**src/verilog/timed_flag_pkg.sv**
```systemverilog
`default_nettype none

package timed_flag_pkg;

   typedef logic [31:0] word_t;      // one read beat, two flags
   typedef logic [15:0] flag_t;      // matched against count[15:0]
   typedef logic [31:0] count_t;
   typedef logic [7:0]  len_t;       // burst beats, from 1
   typedef logic [7:0]  apb_addr_t;

   // register map
   localparam apb_addr_t REG_CTRL     = 8'h00;
   localparam apb_addr_t REG_EXT_ADDR = 8'h04;
   localparam apb_addr_t REG_LENGTH   = 8'h08;
   localparam apb_addr_t REG_MAXIMUM  = 8'h0C;
   localparam apb_addr_t REG_DELAY    = 8'h10;
   localparam apb_addr_t REG_STATUS   = 8'h14;

   // ctrl bits
   localparam int CTRL_START   = 0;   // self clearing
   localparam int CTRL_DISABLE = 1;

   // status bits
   localparam int STAT_DONE = 0;
   localparam int STAT_BANK = 1;

endpackage

`default_nettype wire
```
**src/verilog/tf_buf_if.sv**
```systemverilog
`timescale 1ns/10ps
`default_nettype none

interface tf_buf_if #(
   parameter int BUF_AW = 6
) ();

   // write side, fill bank
   logic                  wr_en;
   logic [BUF_AW-1:0]     wr_addr;
   timed_flag_pkg::word_t wr_data;

   // read side, scan bank
   logic                  rd_en;
   logic [BUF_AW-1:0]     rd_addr;
   timed_flag_pkg::word_t rd_data;     // valid the cycle after rd_en
   logic [BUF_AW:0]       rd_beats;    // words stored in scan bank

   logic                  fill_bank;

   modport writer (output wr_en, wr_addr, wr_data);
   modport reader (output rd_en, rd_addr, input rd_data, rd_beats);
   modport buffer (input wr_en, wr_addr, wr_data, rd_en, rd_addr,
                   output rd_data, rd_beats, fill_bank);

endinterface

`default_nettype wire

```
**src/verilog/tf_cfg_if.sv**
```systemverilog
`timescale 1ns/10ps
`default_nettype none

interface tf_cfg_if #(
   parameter int BUF_AW = 6
) ();

   localparam int BANK_WORDS = 2 ** BUF_AW;

   logic                   run;         // single cycle start
   timed_flag_pkg::word_t  ext_addr;
   timed_flag_pkg::len_t   length;
   timed_flag_pkg::count_t maximum;
   timed_flag_pkg::count_t delay;
   logic                   disabled;
   logic [BUF_AW:0]        fill_beats;  // beats that fit in a bank

   // longer bursts only keep the first bank's worth
   assign fill_beats = (int'(length) > BANK_WORDS) ? (BUF_AW + 1)'(BANK_WORDS)
                                                   : (BUF_AW + 1)'(length);

   modport regs  (output run, ext_addr, length, maximum, delay, disabled);
   modport fetch (input run, ext_addr, length, fill_beats);
   modport scan  (input run, maximum, delay, disabled);

endinterface

`default_nettype wire

```
**src/verilog/timed_flag_top.sv**
```systemverilog
`timescale 1ns/10ps
`default_nettype none

module timed_flag_top #(
   parameter int BUF_AW = 6
) (
   input  wire logic                      clk,
   input  wire logic                      rst,
   // apb slave
   input  wire logic                      psel_i,
   input  wire logic                      penable_i,
   input  wire logic                      pwrite_i,
   input  wire timed_flag_pkg::apb_addr_t paddr_i,
   input  wire timed_flag_pkg::word_t     pwdata_i,
   output timed_flag_pkg::word_t          prdata_o,
   output logic                           pready_o,
   output logic                           pslverr_o,
   // read bus
   output logic                           mem_valid_o,
   input  wire logic                      mem_ready_i,
   output timed_flag_pkg::word_t          mem_addr_o,
   output timed_flag_pkg::len_t           mem_len_o,
   input  wire timed_flag_pkg::word_t     mem_rdata_i,
   input  wire logic                      mem_last_i,
   // event count in, flags out
   input  wire timed_flag_pkg::count_t    count_i,
   input  wire logic                      count_valid_i,
   output logic                           flag_o,
   output logic                           done_o
);

   logic busy;
   logic scan_done;

   tf_cfg_if #(.BUF_AW(BUF_AW)) cfg_if0 ();
   tf_buf_if #(.BUF_AW(BUF_AW)) buf_if0 ();

   tf_apb_regs regs0 (
      .clk       (clk),
      .rst       (rst),
      .psel_i    (psel_i),
      .penable_i (penable_i),
      .pwrite_i  (pwrite_i),
      .paddr_i   (paddr_i),
      .pwdata_i  (pwdata_i),
      .prdata_o  (prdata_o),
      .pready_o  (pready_o),
      .pslverr_o (pslverr_o),
      .done_i    (done_o),
      .bank_i    (buf_if0.fill_bank),
      .busy_i    (busy),
      .cfg       (cfg_if0)
   );

   tf_burst_fetch #(.BUF_AW(BUF_AW)) fetch0 (
      .clk         (clk),
      .rst         (rst),
      .cfg         (cfg_if0),
      .buf_w       (buf_if0),
      .mem_valid_o (mem_valid_o),
      .mem_ready_i (mem_ready_i),
      .mem_addr_o  (mem_addr_o),
      .mem_len_o   (mem_len_o),
      .mem_rdata_i (mem_rdata_i),
      .mem_last_i  (mem_last_i),
      .busy_o      (busy)
   );

   tf_pingpong_buf #(.BUF_AW(BUF_AW)) buf0 (
      .clk   (clk),
      .rst   (rst),
      .buf_p (buf_if0),
      .run_i (cfg_if0.run)
   );

   tf_flag_scanner #(.BUF_AW(BUF_AW)) scan0 (
      .clk           (clk),
      .rst           (rst),
      .cfg           (cfg_if0),
      .buf_r         (buf_if0),
      .count_i       (count_i),
      .count_valid_i (count_valid_i),
      .flag_o        (flag_o),
      .scan_done_o   (scan_done)
   );

   assign done_o = scan_done & ~mem_valid_o;   // burst finished too

endmodule

`default_nettype wire

```
**src/verilog/tf_flag_scanner.sv**
```systemverilog
`timescale 1ns/10ps
`default_nettype none

module tf_flag_scanner #(
   parameter int BUF_AW = 6
) (
   input  wire logic                   clk,
   input  wire logic                   rst,
   tf_cfg_if.scan                      cfg,
   tf_buf_if.reader                    buf_r,
   input  wire timed_flag_pkg::count_t count_i,
   input  wire logic                   count_valid_i,
   output logic                        flag_o,
   output logic                        scan_done_o
);

   typedef enum logic [1:0] {
      S_IDLE,
      S_LOAD,
      S_WAIT,
      S_SCAN
   } state_t;

   state_t                 state;
   logic [BUF_AW-1:0]      ptr;         // next word to fetch
   logic [BUF_AW+1:0]      idx;         // values consumed
   logic [BUF_AW+1:0]      total;
   logic                   half;        // on upper half of cur_word
   logic                   live;        // maximum not passed yet
   timed_flag_pkg::count_t delay_cnt;
   timed_flag_pkg::word_t  cur_word;
   timed_flag_pkg::flag_t  cur_val;
   logic                   active;
   logic                   hit;
   logic                   past_max;
   logic                   exhausted;

   assign cur_val   = half ? cur_word[31:16] : cur_word[15:0];
   assign exhausted = (state == S_SCAN) && (idx == total);
   assign active    = (state == S_SCAN) && (idx != total);
   assign hit       = count_valid_i && active && (count_i[15:0] == cur_val);
   assign past_max  = ({1'b0, count_i} + 33'd1) >= {1'b0, cfg.maximum};

   assign buf_r.rd_addr = ptr;
   assign buf_r.rd_en   = (state == S_LOAD) || (state == S_WAIT) || (hit && half);

   assign scan_done_o = (state == S_IDLE) || exhausted || cfg.disabled || !live;

   always_ff @(posedge clk or posedge rst) begin
      if (rst) begin
         state     <= S_IDLE;
         ptr       <= '0;
         idx       <= '0;
         total     <= '0;
         half      <= 1'b0;
         live      <= 1'b0;
         delay_cnt <= '0;
         flag_o    <= 1'b0;
      end else begin
         flag_o <= hit && (delay_cnt == '0) && !cfg.disabled && live;
         if (cfg.run) begin
            state     <= S_LOAD;
            ptr       <= '0;
            idx       <= '0;
            half      <= 1'b0;
            live      <= 1'b1;
            delay_cnt <= cfg.delay;
         end else begin
            if (count_valid_i && state != S_IDLE) begin
               if (delay_cnt != '0) delay_cnt <= delay_cnt - 1'b1;
               if (past_max) live <= 1'b0;
            end
            case (state)
               S_LOAD: begin
                  state <= S_WAIT;
                  ptr   <= ptr + 1'b1;
                  total <= {buf_r.rd_beats, 1'b0};   // two values per word
               end
               S_WAIT: begin
                  state <= S_SCAN;
                  ptr   <= ptr + 1'b1;
               end
               S_SCAN: begin
                  if (hit) begin
                     idx  <= idx + 1'b1;
                     half <= ~half;
                     if (half) ptr <= ptr + 1'b1;
                  end
               end
               default: ;
            endcase
         end
      end
   end

   // rd_data always holds the word after cur_word
   always_ff @(posedge clk) begin
      if (state == S_WAIT || (hit && half)) cur_word <= buf_r.rd_data;
   end

endmodule

`default_nettype wire

```
**src/verilog/tf_pingpong_buf.sv**
```systemverilog
`timescale 1ns/10ps
`default_nettype none

module tf_pingpong_buf #(
   parameter int BUF_AW = 6
) (
   input  wire logic clk,
   input  wire logic rst,
   tf_buf_if.buffer  buf_p,
   input  wire logic run_i
);

   localparam int WORDS = 2 ** (BUF_AW + 1);   // both banks

   timed_flag_pkg::word_t mem [WORDS];
   logic [BUF_AW:0]       beats [2];
   logic                  fill;

   assign buf_p.fill_bank = fill;
   assign buf_p.rd_beats  = beats[!fill];

   always_ff @(posedge clk or posedge rst) begin
      if (rst) begin
         fill     <= 1'b0;
         beats[0] <= '0;
         beats[1] <= '0;
      end else begin
         if (run_i) fill <= ~fill;
         // writes are in order so the last one leaves the count
         if (buf_p.wr_en) beats[fill] <= {1'b0, buf_p.wr_addr} + 1'b1;
      end
   end

   always_ff @(posedge clk) begin
      if (buf_p.wr_en) begin
         mem[{fill, buf_p.wr_addr}] <= buf_p.wr_data;
      end
      if (buf_p.rd_en) begin
         buf_p.rd_data <= mem[{~fill, buf_p.rd_addr}];
      end
   end

endmodule

`default_nettype wire

```
**src/verilog/tf_burst_fetch.sv**
```systemverilog
`timescale 1ns/10ps
`default_nettype none

module tf_burst_fetch #(
   parameter int BUF_AW = 6
) (
   input  wire logic                  clk,
   input  wire logic                  rst,
   tf_cfg_if.fetch                    cfg,
   tf_buf_if.writer                   buf_w,
   output logic                       mem_valid_o,
   input  wire logic                  mem_ready_i,
   output timed_flag_pkg::word_t      mem_addr_o,
   output timed_flag_pkg::len_t       mem_len_o,
   input  wire timed_flag_pkg::word_t mem_rdata_i,
   input  wire logic                  mem_last_i,
   output logic                       busy_o
);

   typedef enum logic [1:0] {
      S_IDLE,
      S_BURST,
      S_FLUSH
   } state_t;

   state_t          state;
   logic [BUF_AW:0] beat_cnt;   // stops at beat_lim
   logic [BUF_AW:0] beat_lim;
   logic            accept;

   assign mem_valid_o = (state == S_BURST);
   assign busy_o      = (state != S_IDLE);
   assign accept      = mem_valid_o & mem_ready_i;

   always_ff @(posedge clk or posedge rst) begin
      if (rst) begin
         state       <= S_IDLE;
         beat_cnt    <= '0;
         beat_lim    <= '0;
         buf_w.wr_en <= 1'b0;
      end else begin
         buf_w.wr_en <= 1'b0;
         case (state)
            S_IDLE: begin
               if (cfg.run) begin
                  state    <= S_BURST;
                  beat_cnt <= '0;
                  beat_lim <= cfg.fill_beats;
               end
            end
            S_BURST: begin
               if (accept) begin
                  if (beat_cnt != beat_lim) begin   // clip at bank size
                     buf_w.wr_en <= 1'b1;
                     beat_cnt    <= beat_cnt + 1'b1;
                  end
                  if (mem_last_i) state <= S_FLUSH;
               end
            end
            S_FLUSH: state <= S_IDLE;   // last write lands this cycle
            default: state <= S_IDLE;
         endcase
      end
   end

   always_ff @(posedge clk) begin
      if (state == S_IDLE && cfg.run) begin
         mem_addr_o <= cfg.ext_addr;
         mem_len_o  <= cfg.length - 1'b1;
      end
      if (accept) begin
         buf_w.wr_addr <= beat_cnt[BUF_AW-1:0];
         buf_w.wr_data <= mem_rdata_i;
      end
   end

endmodule

`default_nettype wire

```
**src/verilog/tf_apb_regs.sv**
```systemverilog
`timescale 1ns/10ps
`default_nettype none

module tf_apb_regs (
   input  wire logic                      clk,
   input  wire logic                      rst,
   input  wire logic                      psel_i,
   input  wire logic                      penable_i,
   input  wire logic                      pwrite_i,
   input  wire timed_flag_pkg::apb_addr_t paddr_i,
   input  wire timed_flag_pkg::word_t     pwdata_i,
   output timed_flag_pkg::word_t          prdata_o,
   output logic                           pready_o,
   output logic                           pslverr_o,
   input  wire logic                      done_i,
   input  wire logic                      bank_i,
   input  wire logic                      busy_i,
   tf_cfg_if.regs                         cfg
);

   logic acc;       // access phase
   logic wr;
   logic mapped;

   assign acc = psel_i & penable_i;
   assign wr  = acc & pwrite_i;

   always_comb begin
      mapped   = 1'b1;
      prdata_o = '0;
      case (paddr_i)
         timed_flag_pkg::REG_CTRL:     prdata_o[timed_flag_pkg::CTRL_DISABLE] = cfg.disabled;
         timed_flag_pkg::REG_EXT_ADDR: prdata_o = cfg.ext_addr;
         timed_flag_pkg::REG_LENGTH:   prdata_o = 32'(cfg.length);
         timed_flag_pkg::REG_MAXIMUM:  prdata_o = cfg.maximum;
         timed_flag_pkg::REG_DELAY:    prdata_o = cfg.delay;
         timed_flag_pkg::REG_STATUS: begin
            prdata_o[timed_flag_pkg::STAT_DONE] = done_i;
            prdata_o[timed_flag_pkg::STAT_BANK] = bank_i;
         end
         default:                      mapped = 1'b0;
      endcase
   end

   assign pready_o  = 1'b1;            // no wait states
   assign pslverr_o = acc & ~mapped;

   always_ff @(posedge clk or posedge rst) begin
      if (rst) begin
         cfg.run      <= 1'b0;
         cfg.ext_addr <= '0;
         cfg.length   <= '0;
         cfg.maximum  <= '0;
         cfg.delay    <= '0;
         cfg.disabled <= 1'b0;
      end else begin
         cfg.run <= 1'b0;
         if (wr) begin
            case (paddr_i)
               timed_flag_pkg::REG_CTRL: begin
                  cfg.disabled <= pwdata_i[timed_flag_pkg::CTRL_DISABLE];
                  // start dropped while a burst is in flight
                  cfg.run <= pwdata_i[timed_flag_pkg::CTRL_START] & ~busy_i & ~cfg.run;
               end
               timed_flag_pkg::REG_EXT_ADDR: cfg.ext_addr <= pwdata_i;
               timed_flag_pkg::REG_LENGTH:   cfg.length   <= pwdata_i[7:0];
               timed_flag_pkg::REG_MAXIMUM:  cfg.maximum  <= pwdata_i;
               timed_flag_pkg::REG_DELAY:    cfg.delay    <= pwdata_i;
               default: ;                    // status is read only
            endcase
         end
      end
   end

endmodule

`default_nettype wire

```
**config.mk**
```make
export PLATFORM = sky130hd
export DESIGN_NAME = timed_flag_top
export DESIGN_NICKNAME = d
export VERILOG_FILES = /design/src/verilog/timed_flag_pkg.sv /design/src/verilog/tf_buf_if.sv /design/src/verilog/tf_cfg_if.sv /design/src/verilog/timed_flag_top.sv /design/src/verilog/tf_flag_scanner.sv /design/src/verilog/tf_pingpong_buf.sv /design/src/verilog/tf_burst_fetch.sv /design/src/verilog/tf_apb_regs.sv
export SDC_FILE = /design/constraint.sdc
export NUM_CORES = 2
export LEC_CHECK = 0
export BUFFER_PORTS_ARGS = -buffer_cell sky130_fd_sc_hd__buf_2
export CORE_UTILIZATION = 65
export DETAILED_ROUTE_END_ITERATION = 12
export PLACE_DENSITY_LB_ADDON = 0.12
export SETUP_SLACK_MARGIN = 0.2
export SLEW_MARGIN = 20
export SYNTH_ARGS = -nofsm -noshare
export SYNTH_HDL_FRONTEND = slang
export SYNTH_SLANG_ARGS = --single-unit
```
**constraint.sdc**
```tcl
create_clock -name clk -period 11.65 [get_ports clk]
set_clock_uncertainty 0.15 [all_clocks]
set_input_delay 1.7475 -clock clk [delete_from_list [all_inputs] [get_ports clk]]
set_output_delay 1.7475 -clock clk [all_outputs]
set_load 0.05 [all_outputs]
```
==> out/qor.txt <==
CLOCK TREE
---------------------------------------------------------------------------------
Setup Fix Bufs, Post-CTS ...........................................            0
Maximum level of the CTS H-tree ....................................            5
Clock insertion delay at the later pin of the skew report ..........      0.96 ns
Root buffer selected by CTS ........................................    clkbuf_16
CTS buffer count ...................................................          432
CTS Sinks ..........................................................         4434
Clock tree from TritonCTS ..........................................          yes
Hold buffer count at CTS ...........................................            0
Clk pin slew, worst setup/hold paths ...............................      0.06 ns
Number of gates resized after cts ..................................            0
Number of buffers between clock root and the deepest sink ..........            4

GLOBAL ROUTE
---------------------------------------------------------------------------------
GRT Residual Overflow ..............................................            0
Antenna violations before repair ...................................           28
First-pass GRT wire length .........................................    616000 µm
Via count of the first global-routing pass .........................        85405
Aggregate global-route resource usage ..............................        33.3%
Largest net degree at the start of global routing ..................          123

PLACED DESIGN
---------------------------------------------------------------------------------
Half-perimeter wire length of the detailed placement result ........    234000 µm
IO buf count .......................................................          187
Routability congestion estimate from global placement ..............        0.887

CRITICAL PATH
---------------------------------------------------------------------------------
Worst EP arrival ...................................................      4.19 ns
Register-to-register setup slack ...................................      6.08 ns
Crit path kind .....................................................       in2out
Critical path launch point type ....................................    input pin
Endpoint class of the critical path ................................  output port
Critical-path maximum fanout .......................................           19
CP Data Required Time ..............................................      9.75 ns

POWER AND IR DROP
---------------------------------------------------------------------------------
Power per cell area ................................................   214 mW/mm²
Total power ........................................................     0.0410 W
Max VDD drop .......................................................       225 µV
Cell leakage power .................................................      61.1 nW

ROUTE
---------------------------------------------------------------------------------
Remaining routing DRC violations ...................................            0
Via count ..........................................................        84488
Drt via density ....................................................         7.04
TritonRoute pass-1 iters ...........................................            7
Antenna viol nets, final ...........................................            0
Average wire length per cell after detail routing ..................      36.1 µm
Routed WL ..........................................................    433000 µm
DRC marker count from the first detailed-route iteration ...........        12238

TIMING
---------------------------------------------------------------------------------
Min Tclk post-route ................................................      6.09 ns
Total negative slack for setup checks ..............................         0 ns
Final-report max-slew violation count ..............................            0
Slew @ Worst Pin ...................................................      1.22 ns
Number of hold violations in the final report ......................            0
Highest clock rate .................................................      164 MHz
RSZ-0062 raised after global routing ...............................           no
Period utilisation layout ..........................................        52.3%
Headroom to the max-slew limit .....................................        17.8%
Final setup viols ..................................................            0

SYNTHESIS
---------------------------------------------------------------------------------
Post-Syn Nets ......................................................         7793
Mapped Area ........................................................    0.171 mm²
Post-synthesis sequential area ratio ...............................        77.3%
Main synth FF type .................................................     edfxtp_1
Post-synth EDFFs ...................................................         4238
Fraction of synthesis flops using an asynchronous set or reset pin .        4.42%
YS warnings ........................................................            0
Synth Area per Inst ................................................     22.4 µm²
Synthesized netlist cell count .....................................         7637
Count of state elements after synthesis ............................         4434
Distinct cell type count after synthesis ...........................           64

FINISH
---------------------------------------------------------------------------------
Total number of nets in the final design ...........................         8313
Most frequent cells in the layout .................................. edfxtp_1, mux4_2, clkbuf_16
Count of fill cells added during filler insertion ..................        14287
Share of post-route cells with drive strength above 1 ..............        29.4%
Most common library cell in the layout ignoring fill and taps ......     edfxtp_1
Synth-to-Final Area Change .........................................        12.2%

FLOORPLANNING
---------------------------------------------------------------------------------
Initial standard-cell utilization of the core ......................        65.6%
Core Footprint .....................................................    0.260 mm²
I/O pin total ......................................................          189
Width of the die ...................................................       515 µm
Die Height .........................................................       515 µm
Core Rows ..........................................................          187
Die outline area ...................................................    0.265 mm²

STATUS
---------------------------------------------------------------------------------
Result of the run .................................................. finished clean

MIN PATH
---------------------------------------------------------------------------------
Type of the most critical hold path ................................      reg2reg

JOB
---------------------------------------------------------------------------------
Max-capacitance violation count ....................................            0

-- path summary, 6_finish.rpt --
check                                             from                      to  cells after the start
worst min register to register  buf0.buf_p.rd_data[23]      scan0.cur_word[23]                      0
min in group asynchronous                          rst     regs0.cfg.delay[20]                      2
max in group asynchronous                          rst  scan0.buf_r.rd_addr[1]                      3
worst min-delay path            buf0.buf_p.rd_data[23]      scan0.cur_word[23]                      0
worst max register to register  scan0.buf_r.rd_addr[3]   buf0.buf_p.rd_data[6]                      7
worst max-delay path                        paddr_i[1]            prdata_o[28]                      8
-- routing by layer --
layer | vias to the layer above | track usage (%) | wire length, µm
li1 | 33242 | - | -
met1 | 44726 | 46.4 | 155000
met2 | 5515 | 52.2 | 210000
met3 | 997 | 6.06 | 46700
met4 | 8 | 15.2 | 21700
met5 | - | 0 | 60
-- metrics by stage --
stage	util, %	instances	hold slack [ns]	area, µm²	setup WS, ns
2_1_floorplan	-	7637	0.250	171000	4.41
3_3_place_gp	68.4	11211	0.254	178000	5.35
3_5_place_dp	68.4	11217	0.255	178000	5.20
4_1_cts	73.6	11989	0.267	192000	5.19
5_1_grt	73.7	12002	0.275	192000	5.47
6_report	73.7	12004	0.268	192000	5.56
-- cell usage after synthesis, drive strengths merged, types with 9 or more instances --
| cell | instances | area, µm² |
|---|---|---|
| nor2 | 187 | 704 |
| clkbuf | 243 | 912 |
| a32oi | 29 | 254 |
| nor4 | 51 | 349 |
| xor2 | 41 | 359 |
| nand3 | 47 | 235 |
| nand2b | 11 | 68.8 |
| edfxtp | 4238 | 127000 |
| nor3 | 33 | 180 |
| and3 | 9 | 56.3 |
| or3 | 13 | 101 |
| mux2i | 321 | 3210 |
| buf | 154 | 671 |
| ha | 44 | 551 |
| a222oi | 13 | 130 |
| nand4 | 26 | 163 |
| mux4 | 1120 | 25200 |
| a22oi | 34 | 255 |
| xnor2 | 71 | 622 |
| nor2b | 11 | 68.8 |
| a21o | 13 | 97.6 |
| mux2 | 104 | 1170 |
| a22o | 14 | 123 |
| o211ai | 59 | 443 |
| nand2 | 209 | 785 |
| a21oi | 21 | 105 |
| inv | 66 | 248 |
| dfrtp | 196 | 4900 |
| o22ai | 120 | 751 |
| o21ai | 73 | 365 |
-- critical path, stage by stage --
cell and delay [ns]:
buf_2 0.09, or4_1 0.56, or3_1 0.44, nor3b_4 0.59, buf_6 0.28, a22oi_1 0.12, nand2_1 0.09, buf_2 0.26
-- kinds of logic (layout without fill, tap and decap cells) --
group,after synthesis,in the layout,share of synthesized area (%)
AOI/OAI and AO/OA,403,403,1.62
xor gates and xnor gates,112,112,0.574
adders and majority gates,44,44,0.322
buffers and inverters,463,1321,1.07
DFF,4434,4434,77.3
muxes,1545,1545,17.3
other,1,14,0.00219
and+or+nand+nor,635,635,1.77
-- area by class of cell --
class / instances / area, µm² / area share, %
inverters: 66 / 272 / 0.142
clock buffers: 509 / 11300 / 5.88
diodes: 13 / 32.5 / 0.0170
well taps: 3496 / 4370 / 2.28
clock inverters: 263 / 2240 / 1.17
multi-input cells: 2740 / 38100 / 19.9
flip-flops and latches: 4434 / 132000 / 68.9
repair buffers: 483 / 3320 / 1.73
-- flip-flops by register name (all words and copies together) (netlist names), 2 cells and up --
register              count
scan0.delay_cnt          32
fetch0.state              2
regs0.cfg.maximum        32
regs0.cfg.delay          32
fetch0.buf_w.wr_addr      6
fetch0.buf_w.wr_data     32
buf0.beats               14
fetch0.beat_lim           7
scan0.buf_r.rd_addr       6
buf0.buf_p.rd_data       32
scan0.total               7
fetch0.beat_cnt           7
fetch0.mem_len_o          8
fetch0.mem_addr_o        32
buf0.mem               4096
scan0.idx                 8
scan0.cur_word           32
regs0.cfg.length          8
regs0.cfg.ext_addr       32
scan0.state               2
-- where the power goes --
part           switching, W  leakage (nW)  internal (W)
Combinational       0.00548          13.9       0.00460
Sequential         0.000153          40.6        0.0173
Clock               0.00581          6.62       0.00767
Note: power is estimated with default switching activity, not from simulation.
